==> src/rtl/qm_pkg.sv <==
package qm_pkg;

////////////////////////////////////////
// Sizes
////////////////////////////////////////

localparam int NB_QUEUES         = 16;
localparam int QUEUE_ID_W        = 4;
localparam int RB_AW             = 12;
localparam int PKT_SIZE_W        = 6;
localparam int META_W            = 8;
localparam int OUT_FIFO_DEPTH    = 16;
// Input stalls once the FIFO holds more than this
localparam int ALMOST_FULL_LEVEL = 8;
localparam int APB_AW            = 8;

typedef logic [QUEUE_ID_W-1:0] queue_id_t;
typedef logic [RB_AW-1:0]      rb_ptr_t;
typedef logic [PKT_SIZE_W-1:0] pkt_size_t;
typedef logic [META_W-1:0]     meta_t;
typedef logic [RB_AW:0]        ring_size_t;

typedef struct packed {
    rb_ptr_t head;
    rb_ptr_t tail;
    logic    drop;
    meta_t   meta;
} out_entry_t;

////////////////////////////////////////
// APB register map
////////////////////////////////////////

localparam logic [APB_AW-1:0] REG_RING_SIZE = 8'h00;
localparam logic [APB_AW-1:0] REG_DROP_CNT  = 8'h04;
// One word per queue starting at each base
localparam logic [APB_AW-1:0] REG_HEAD_BASE = 8'h40;
localparam logic [APB_AW-1:0] REG_TAIL_BASE = 8'h80;

localparam ring_size_t RING_SIZE_RESET = 256;

endpackage

==> src/rtl/queue_table.sv <==
`timescale 1ns/1ps

module queue_table
    import qm_pkg::*;
(
    input  logic      clk,

    input  queue_id_t a_addr,
    input  logic      a_rd_en,
    input  logic      a_wr_en,
    input  rb_ptr_t   a_wr_data,
    output rb_ptr_t   a_rd_data,

    input  queue_id_t b_addr,
    input  logic      b_rd_en,
    input  logic      b_wr_en,
    input  rb_ptr_t   b_wr_data,
    output rb_ptr_t   b_rd_data
);

// All pointers start at zero
rb_ptr_t mem [NB_QUEUES] = '{default: '0};

rb_ptr_t a_rd_r;
rb_ptr_t b_rd_r;

always_ff @(posedge clk) begin
    if (a_wr_en) begin
        mem[a_addr] <= a_wr_data;
    end
    if (b_wr_en) begin
        mem[b_addr] <= b_wr_data;
    end
end

// Array read, then output register on each port
always_ff @(posedge clk) begin
    if (a_rd_en) begin
        a_rd_r <= mem[a_addr];
    end
    if (b_rd_en) begin
        b_rd_r <= mem[b_addr];
    end
    a_rd_data <= a_rd_r;
    b_rd_data <= b_rd_r;
end

endmodule

==> src/rtl/queue_state_fetch.sv <==
`timescale 1ns/1ps

module queue_state_fetch
    import qm_pkg::*;
(
    input  logic      clk,
    input  logic      rst,

    // Pipeline read request
    input  logic      rd_en,
    input  queue_id_t rd_queue_in,

    // Tail write-back
    input  logic      tail_wr_en,
    input  queue_id_t wr_queue,
    input  rb_ptr_t   new_tail,

    // Host side
    input  logic      head_wr_en,
    input  queue_id_t head_wr_queue,
    input  rb_ptr_t   head_wr_data,
    input  logic      tail_rd_en,
    input  queue_id_t tail_rd_queue,
    output rb_ptr_t   tail_rd_data,

    output logic      state_valid,
    output rb_ptr_t   head,
    output rb_ptr_t   tail,
    output queue_id_t state_queue
);

logic      head_bypass;
logic      bypass_r;
logic      bypass_r2;
logic      rd_en_r;
logic      rd_en_r2;
queue_id_t rd_queue_r;
queue_id_t rd_queue_r2;
rb_ptr_t   head_wr_data_r;
rb_ptr_t   head_wr_data_r2;
rb_ptr_t   head_rd_data;
queue_id_t tail_a_addr;
logic      tail_a_wr_en;

// A host write to the head being read supplies the head value instead
assign head_bypass = rd_en && head_wr_en && (head_wr_queue == rd_queue_in);

// Reads win on the shared port a of the tail table
assign tail_a_addr  = rd_en ? rd_queue_in : wr_queue;
assign tail_a_wr_en = tail_wr_en && !rd_en;

queue_table heads_table (
    .clk       (clk),
    .a_addr    (rd_queue_in),
    .a_rd_en   (rd_en && !head_bypass),
    .a_wr_en   (1'b0),
    .a_wr_data ('0),
    .a_rd_data (head_rd_data),
    .b_addr    (head_wr_queue),
    .b_rd_en   (1'b0),
    .b_wr_en   (head_wr_en),
    .b_wr_data (head_wr_data),
    .b_rd_data ()
);

queue_table tails_table (
    .clk       (clk),
    .a_addr    (tail_a_addr),
    .a_rd_en   (rd_en),
    .a_wr_en   (tail_a_wr_en),
    .a_wr_data (new_tail),
    .a_rd_data (tail),
    .b_addr    (tail_rd_queue),
    .b_rd_en   (tail_rd_en),
    .b_wr_en   (1'b0),
    .b_wr_data ('0),
    .b_rd_data (tail_rd_data)
);

// Track the read through the two table stages
always_ff @(posedge clk) begin
    if (rst) begin
        rd_en_r   <= 1'b0;
        rd_en_r2  <= 1'b0;
        bypass_r  <= 1'b0;
        bypass_r2 <= 1'b0;
    end else begin
        rd_en_r   <= rd_en;
        rd_en_r2  <= rd_en_r;
        bypass_r  <= head_bypass;
        bypass_r2 <= bypass_r;
    end
end

always_ff @(posedge clk) begin
    rd_queue_r      <= rd_queue_in;
    rd_queue_r2     <= rd_queue_r;
    head_wr_data_r  <= head_wr_data;
    head_wr_data_r2 <= head_wr_data_r;
end

assign state_valid = rd_en_r2;
assign state_queue = rd_queue_r2;
assign head        = bypass_r2 ? head_wr_data_r2 : head_rd_data;

endmodule

==> src/rtl/tail_update.sv <==
`timescale 1ns/1ps

module tail_update
    import qm_pkg::*;
(
    input  logic        clk,
    input  logic        rst,

    input  queue_id_t   in_queue_id,
    input  pkt_size_t   in_size,
    input  logic        in_pass_through,
    input  meta_t       in_meta,
    input  logic        in_valid,
    output logic        in_ready,

    output logic        rd_en,
    output queue_id_t   rd_queue,
    input  logic        state_valid,
    input  rb_ptr_t     head,
    input  rb_ptr_t     tail,
    input  queue_id_t   state_queue,

    input  ring_size_t  ring_size,
    input  logic        almost_full,

    output logic        tail_wr_en,
    output queue_id_t   wr_queue,
    output rb_ptr_t     new_tail,
    output logic        push,
    output out_entry_t  push_entry,
    output logic [31:0] drop_cnt
);

typedef struct packed {
    pkt_size_t size;
    logic      pass_through;
    meta_t     meta;
} pkt_info_t;

// Metadata waits here while the queue state is fetched
pkt_info_t dly [3];
pkt_info_t cur;

logic      accept;
rb_ptr_t   mask;
rb_ptr_t   cur_tail;
rb_ptr_t   free_slots;
rb_ptr_t   next_tail;
logic      drop;

// Slot 1 holds the decision of the last cycle and slot 0 the one before
logic      last_valid [2];
queue_id_t last_queue [2];
rb_ptr_t   last_tail [2];

assign cur    = dly[0];
assign accept = in_valid && in_ready;
assign mask   = rb_ptr_t'(ring_size - 1'b1);

// No new read in a cycle whose decision writes a tail back
assign in_ready = !almost_full && !(state_valid && !cur.pass_through);

////////////////////////////////////////
// Room check
////////////////////////////////////////

always_comb begin
    // The newest matching decision overrides a stale table tail
    cur_tail = tail;
    if (last_valid[1] && (last_queue[1] == state_queue)) begin
        cur_tail = last_tail[1];
    end else if (last_valid[0] && (last_queue[0] == state_queue)) begin
        cur_tail = last_tail[0];
    end

    free_slots = (head - cur_tail - 1'b1) & mask;
    drop       = !cur.pass_through && (free_slots < rb_ptr_t'(cur.size));

    if (drop || cur.pass_through) begin
        next_tail = cur_tail;
    end else begin
        next_tail = (cur_tail + rb_ptr_t'(cur.size)) & mask;
    end
end

assign push = state_valid;

always_comb begin
    push_entry.head = head;
    push_entry.tail = cur_tail;
    push_entry.drop = drop;
    push_entry.meta = cur.meta;
end

////////////////////////////////////////
// Decision and read issue
////////////////////////////////////////

always_ff @(posedge clk) begin
    if (rst) begin
        rd_en         <= 1'b0;
        tail_wr_en    <= 1'b0;
        last_valid[0] <= 1'b0;
        last_valid[1] <= 1'b0;
        drop_cnt      <= '0;
    end else begin
        rd_en         <= accept;
        tail_wr_en    <= state_valid && !drop && !cur.pass_through;
        last_valid[1] <= state_valid;
        last_valid[0] <= last_valid[1];
        if (state_valid && drop) begin
            drop_cnt <= drop_cnt + 1'b1;
        end
    end
end

always_ff @(posedge clk) begin
    if (accept) begin
        rd_queue <= in_queue_id;
        dly[2]   <= '{size: in_size, pass_through: in_pass_through, meta: in_meta};
    end
    dly[1] <= dly[2];
    dly[0] <= dly[1];

    if (state_valid) begin
        last_queue[1] <= state_queue;
        last_tail[1]  <= next_tail;
    end
    last_queue[0] <= last_queue[1];
    last_tail[0]  <= last_tail[1];
end

// Write-back uses the newest decision
assign wr_queue = last_queue[1];
assign new_tail = last_tail[1];

endmodule

==> src/rtl/out_fifo.sv <==
`timescale 1ns/1ps

module out_fifo
    import qm_pkg::*;
(
    input  logic       clk,
    input  logic       rst,

    input  logic       push,
    input  out_entry_t push_entry,
    output logic       almost_full,

    output out_entry_t out_entry,
    output logic       out_valid,
    input  logic       out_ready
);

localparam int PTR_W = $clog2(OUT_FIFO_DEPTH);

out_entry_t mem [OUT_FIFO_DEPTH];

logic [PTR_W-1:0] wr_ptr;
logic [PTR_W-1:0] rd_ptr;
logic [PTR_W:0]   count;
logic             pop;

assign pop         = out_valid && out_ready;
assign out_valid   = (count != '0);
assign out_entry   = mem[rd_ptr];
assign almost_full = (count > ALMOST_FULL_LEVEL);

always_ff @(posedge clk) begin
    if (push) begin
        mem[wr_ptr] <= push_entry;
    end
end

// Pointers wrap naturally since the depth is a power of two
always_ff @(posedge clk) begin
    if (rst) begin
        wr_ptr <= '0;
        rd_ptr <= '0;
        count  <= '0;
    end else begin
        if (push) begin
            wr_ptr <= wr_ptr + 1'b1;
        end
        if (pop) begin
            rd_ptr <= rd_ptr + 1'b1;
        end
        case ({push, pop})
            2'b10:   count <= count + 1'b1;
            2'b01:   count <= count - 1'b1;
            default: count <= count;
        endcase
    end
end

endmodule

==> src/rtl/apb_csr.sv <==
`timescale 1ns/1ps

module apb_csr
    import qm_pkg::*;
(
    input  logic              clk,
    input  logic              rst,

    input  logic [APB_AW-1:0] paddr,
    input  logic              psel,
    input  logic              penable,
    input  logic              pwrite,
    input  logic [31:0]       pwdata,
    output logic [31:0]       prdata,
    output logic              pready,

    output ring_size_t        ring_size,
    output logic              head_wr_en,
    output queue_id_t         head_wr_queue,
    output rb_ptr_t           head_wr_data,
    output logic              tail_rd_en,
    output queue_id_t         tail_rd_queue,
    input  rb_ptr_t           tail_rd_data,
    input  logic [31:0]       drop_cnt
);

localparam int QSEL_LO = QUEUE_ID_W + 2;

logic       access;
logic       is_head;
logic       is_tail;
logic       tail_rd_req;
logic [1:0] wait_cnt;

assign access  = psel && penable;
assign is_head = (paddr[APB_AW-1:QSEL_LO] == REG_HEAD_BASE[APB_AW-1:QSEL_LO]);
assign is_tail = (paddr[APB_AW-1:QSEL_LO] == REG_TAIL_BASE[APB_AW-1:QSEL_LO]);

// Head writes go straight to table port b
assign head_wr_en    = access && pwrite && is_head;
assign head_wr_queue = paddr[QSEL_LO-1:2];
assign head_wr_data  = pwdata[RB_AW-1:0];

// A tail read issues on the first access cycle and returns data two cycles later
assign tail_rd_req   = access && !pwrite && is_tail;
assign tail_rd_en    = tail_rd_req && (wait_cnt == 2'd0);
assign tail_rd_queue = paddr[QSEL_LO-1:2];
assign pready        = access && (!tail_rd_req || (wait_cnt == 2'd2));

always_ff @(posedge clk) begin
    if (rst) begin
        wait_cnt  <= 2'd0;
        ring_size <= RING_SIZE_RESET;
    end else begin
        if (tail_rd_req && !pready) begin
            wait_cnt <= wait_cnt + 1'b1;
        end else begin
            wait_cnt <= 2'd0;
        end
        if (access && pwrite && (paddr == REG_RING_SIZE)) begin
            ring_size <= pwdata[RB_AW:0];
        end
    end
end

always_comb begin
    prdata = '0;
    if (paddr == REG_RING_SIZE) begin
        prdata = 32'(ring_size);
    end else if (paddr == REG_DROP_CNT) begin
        prdata = drop_cnt;
    end else if (is_tail) begin
        prdata = 32'(tail_rd_data);
    end
end

endmodule

==> src/rtl/queue_manager.sv <==
`timescale 1ns/1ps

module queue_manager
    import qm_pkg::*;
(
    input  logic              clk,
    input  logic              rst,

    // Input metadata stream
    input  queue_id_t         in_queue_id,
    input  pkt_size_t         in_size,
    input  logic              in_pass_through,
    input  meta_t             in_meta,
    input  logic              in_valid,
    output logic              in_ready,

    // Decided entries
    output rb_ptr_t           out_head,
    output rb_ptr_t           out_tail,
    output logic              out_drop,
    output meta_t             out_meta,
    output logic              out_valid,
    input  logic              out_ready,

    // Host APB
    input  logic [APB_AW-1:0] paddr,
    input  logic              psel,
    input  logic              penable,
    input  logic              pwrite,
    input  logic [31:0]       pwdata,
    output logic [31:0]       prdata,
    output logic              pready
);

ring_size_t  ring_size;
logic        head_wr_en;
queue_id_t   head_wr_queue;
rb_ptr_t     head_wr_data;
logic        tail_rd_en;
queue_id_t   tail_rd_queue;
rb_ptr_t     tail_rd_data;
logic [31:0] drop_cnt;

logic        rd_en;
queue_id_t   rd_queue;
logic        state_valid;
rb_ptr_t     head;
rb_ptr_t     tail;
queue_id_t   state_queue;
logic        tail_wr_en;
queue_id_t   wr_queue;
rb_ptr_t     new_tail;

logic        push;
out_entry_t  push_entry;
logic        almost_full;
out_entry_t  out_entry;

apb_csr csr0 (
    .clk           (clk),
    .rst           (rst),
    .paddr         (paddr),
    .psel          (psel),
    .penable       (penable),
    .pwrite        (pwrite),
    .pwdata        (pwdata),
    .prdata        (prdata),
    .pready        (pready),
    .ring_size     (ring_size),
    .head_wr_en    (head_wr_en),
    .head_wr_queue (head_wr_queue),
    .head_wr_data  (head_wr_data),
    .tail_rd_en    (tail_rd_en),
    .tail_rd_queue (tail_rd_queue),
    .tail_rd_data  (tail_rd_data),
    .drop_cnt      (drop_cnt)
);

queue_state_fetch fetch0 (
    .clk           (clk),
    .rst           (rst),
    .rd_en         (rd_en),
    .rd_queue_in   (rd_queue),
    .tail_wr_en    (tail_wr_en),
    .wr_queue      (wr_queue),
    .new_tail      (new_tail),
    .head_wr_en    (head_wr_en),
    .head_wr_queue (head_wr_queue),
    .head_wr_data  (head_wr_data),
    .tail_rd_en    (tail_rd_en),
    .tail_rd_queue (tail_rd_queue),
    .tail_rd_data  (tail_rd_data),
    .state_valid   (state_valid),
    .head          (head),
    .tail          (tail),
    .state_queue   (state_queue)
);

tail_update update0 (
    .clk             (clk),
    .rst             (rst),
    .in_queue_id     (in_queue_id),
    .in_size         (in_size),
    .in_pass_through (in_pass_through),
    .in_meta         (in_meta),
    .in_valid        (in_valid),
    .in_ready        (in_ready),
    .rd_en           (rd_en),
    .rd_queue        (rd_queue),
    .state_valid     (state_valid),
    .head            (head),
    .tail            (tail),
    .state_queue     (state_queue),
    .ring_size       (ring_size),
    .almost_full     (almost_full),
    .tail_wr_en      (tail_wr_en),
    .wr_queue        (wr_queue),
    .new_tail        (new_tail),
    .push            (push),
    .push_entry      (push_entry),
    .drop_cnt        (drop_cnt)
);

out_fifo fifo0 (
    .clk         (clk),
    .rst         (rst),
    .push        (push),
    .push_entry  (push_entry),
    .almost_full (almost_full),
    .out_entry   (out_entry),
    .out_valid   (out_valid),
    .out_ready   (out_ready)
);

// Unpack the FIFO head onto the output stream
assign out_head = out_entry.head;
assign out_tail = out_entry.tail;
assign out_drop = out_entry.drop;
assign out_meta = out_entry.meta;

endmodule

==> config.mk <==
export PLATFORM = sky130hd
export DESIGN_NAME = queue_manager
export DESIGN_NICKNAME = d
export VERILOG_FILES = /design/src/rtl/qm_pkg.sv /design/src/rtl/queue_table.sv /design/src/rtl/queue_state_fetch.sv /design/src/rtl/tail_update.sv /design/src/rtl/out_fifo.sv /design/src/rtl/apb_csr.sv /design/src/rtl/queue_manager.sv
export SDC_FILE = /design/constraint.sdc
export NUM_CORES = 1
export LEC_CHECK = 0
export ABC_AREA = 0
export BUFFER_PORTS_ARGS = -buffer_cell sky130_fd_sc_hd__buf_2
export CAP_MARGIN = 20
export CORE_MARGIN = 2
export CORE_UTILIZATION = 50
export CTS_BUF_LIST = sky130_fd_sc_hd__clkbuf_8
export DETAILED_ROUTE_END_ITERATION = 8
export HOLD_SLACK_MARGIN = 0.03
export PLACE_DENSITY = 0.66
export RECOVER_POWER = 100
export SYNTH_ARGS = -nofsm -noshare
export SYNTH_HDL_FRONTEND = slang
export SYNTH_HIERARCHICAL = 1
export SYNTH_SLANG_ARGS = --single-unit
export TNS_END_PERCENT = 10
==> constraint.sdc <==
create_clock -name clk -period 12.19 [get_ports clk]
set_clock_uncertainty 0.15 [all_clocks]
set_input_delay 1.219 -clock clk [delete_from_list [all_inputs] [get_ports clk]]
set_output_delay 1.219 -clock clk [all_outputs]
set_load 0.02 [all_outputs]
==> results.sh <==
export IMPL_clkLatencyLatePin_ps=890
export IMPL_wl_per_cell_microns=26.0
export IMPL_multi_input_area_sq_um=18000
export IMPL_cts_path_max_buffers=3
export IMPL_finalSetupViolations=0
export IMPL_cts_tree="yes"
export IMPL_die_area_sq_um=107000
export IMPL_fp_row_count=118
export IMPL_pre_cts_ws_ps=5200
export IMPL_vias=29800
export IMPL_first_iter_violations=2941
export IMPL_die_h_microns=328
export IMPL_power_leakage_uw=0.0194
export IMPL_vias_per_cell=5.99
export IMPL_cp_max_fo=55
export IMPL_hp_start="fetch0/head_wr_data_r[4]"
export IMPL_cp_startpoint="update0/rd_queue[1]"
export IMPL_totalWireLength_mm=129
export IMPL_place_hpwl_mm=79.2
export IMPL_syn_to_final_growth_pct=10.0
export IMPL_grt_pass1_vias=30600
export IMPL_grt_max_degree=75
export IMPL_hold_path_depth=0
export IMPL_yosys_warnings=6
export IMPL_cap_viol_max_count=39
export IMPL_worstPathRequired_ps=12490
export IMPL_hold_path_endpoint="fetch0/head_wr_data_r2[4]"
export IMPL_status="finished, violations left"
export IMPL_cts_htree_levels=4
export IMPL_hold_path_class="reg2reg"
export IMPL_antenna_found_initial=7
export IMPL_finalCritPeriodShare=0.752
export IMPL_synth_area_per_cell_sq_um=16.6
export IMPL_slew_viol_final=1148
export IMPL_dr_pass1_iters=5
export IMPL_violations="capacitance limit, slew limit"
export IMPL_fin_nets=3535
export IMPL_layout_commonest_cell="edfxtp_1"
export IMPL_rsz0062_at_grt="no"
export IMPL_drtAntennaViolNets=0
export IMPL_cts_resized=0
export IMPL_grt_ovfl_total=0
export IMPL_cts_sinks=1169
export IMPL_ctsHoldBuffers=0
export IMPL_fin_util=0.556
export IMPL_grtUsageTotal=0.242
export IMPL_globalplace_congestion=0.867
export IMPL_tightest_slew_ps=3810
export IMPL_grt_pass1_wl_mm=193
export IMPL_max_freq_mhz=109
export IMPL_rr_worst_depth=5
export IMPL_totalNegativeSetupSlack_ps=0
export IMPL_post_route_drc_count=0
export IMPL_reg2reg_from="update0/rd_queue[1]"
export IMPL_end_kind="flop"
export IMPL_coreArea_sq_um=104000
export IMPL_cp_start_kind="flop"
export IMPL_timing_rr_end="fetch0/tails_table/mem[3][10]"
export IMPL_layout_common_cells="edfxtp_1, mux2_2, mux4_2, clkbuf_8, dfxtp_1"
export IMPL_io_pins=134
export IMPL_finalCriticalPeriod_ps=9160
export IMPL_syn_area_sq_um=52300
export IMPL_ir_drop_mv=0.116
export IMPL_drive_gt1_frac=0.274
export IMPL_hold_violations=0
export IMPL_crit_type="reg2reg"
export IMPL_final_fill_count=8323
export IMPL_post_cts_buffers=0
export IMPL_power_density_nw_per_um2=160
export IMPL_seq_area_sq_um=33200
export IMPL_numCtsBuffers=186
export IMPL_initial_utilization=0.505
export IMPL_cts_root_buf="clkbuf_8"
export IMPL_die_x_microns=328
export IMPL_final_setup_worst_slack_ps=3030
export IMPL_syn_inst=3147
export IMPL_cp_arrival_ps=9470
export IMPL_setup_reg_to_reg_worst_slack_ps=3030
export IMPL_maxSlewHeadroom=-1.54
export IMPL_portBuffers=114
export IMPL_path_clk_slew_ps=60
[worst max-delay path, stage by stage (launching register included)]
cell and delay, ps:
edfxtp_1 340, clkbuf_1 2650, mux2_2 530, clkbuf_1 2590
nand3_1 790, o21bai_1 1610
[worst max-delay path by stage]
stage	to	cells past startpoint
3_3_place_gp	update0/last_tail[0][15]	24
5_1_grt	out_tail[3]	5
4_1_cts	fifo0/mem[13][8]	23
3_5_place_dp	fifo0/mem[8][8]	23
6_report	fetch0/tails_table/mem[3][10]	5
2_1_floorplan	update0/drop_cnt[17]	24
[metal layers]
metal | global-route usage | up-vias | share of wire
met1 | 0.322 | 15300 | 0.41
met4 | 0.0823 | 2 | 0.029
met5 | 0 | - | 0.00010
met3 | 0.0457 | 243 | 0.075
li1 | - | 12900 | -
met2 | 0.403 | 1303 | 0.49
[sequential cells by signal, indices dropped and copies added (netlist names), 2 cells and up, named ones only]
signal	flops
fetch0/heads_table/a_rd_data	12
fetch0/rd_queue_r	4
fifo0/rd_ptr	4
fifo0/mem	528
fetch0/head_wr_data_r2	12
fetch0/tails_table/b_rd_r	12
csr0/ring_size	13
fifo0/wr_ptr	4
update0/drop_cnt	32
fetch0/heads_table/a_rd_r	12
csr0/wait_cnt	2
fetch0/heads_table/mem	192
update0/dly	45
update0/last_tail	24
update0/rd_queue	4
fetch0/tails_table/a_rd_r	12
fetch0/state_queue	4
update0/last_valid	2
fetch0/tails_table/b_rd_data	12
fifo0/count	5
fetch0/tails_table/a_rd_data	12
update0/last_queue	8
fetch0/tails_table/mem	192
fetch0/head_wr_data_r	12
[area by class of cell]
type	instances	share of cell area
clock inverter	148	0.0144
antenna	2	0.0000869
tap	1380	0.0300
clock buffer	198	0.0473
inverter	33	0.00215
sequential	1169	0.577
timing repair buffer	206	0.0164
multi-input combinational	1838	0.312
[through the flow]
| step | instance area [sq um] | hold WS [ps] | total power (uW) | instances |
|---|---|---|---|---|
| after CTS | 58100 | 153 | 9290 | 4966 |
| after global placement | 54500 | 160 | 6060 | 4617 |
| after floorplan | 53000 | 160 | 5770 | 3322 |
| after detailed placement | 54500 | 162 | 6100 | 4620 |
| final | 57600 | 153 | 9230 | 4974 |
| after global routing | 57600 | 167 | 9610 | 4973 |
[power breakdown]
part	switching [uW]	internal [uW]	leakage, uW	total [uW]
Clock	1560	1620	0.00204	3190
Sequential	114	4510	0.0104	4630
Combinational	795	621	0.00693	1420
Note: power is estimated with default switching activity, not from simulation.
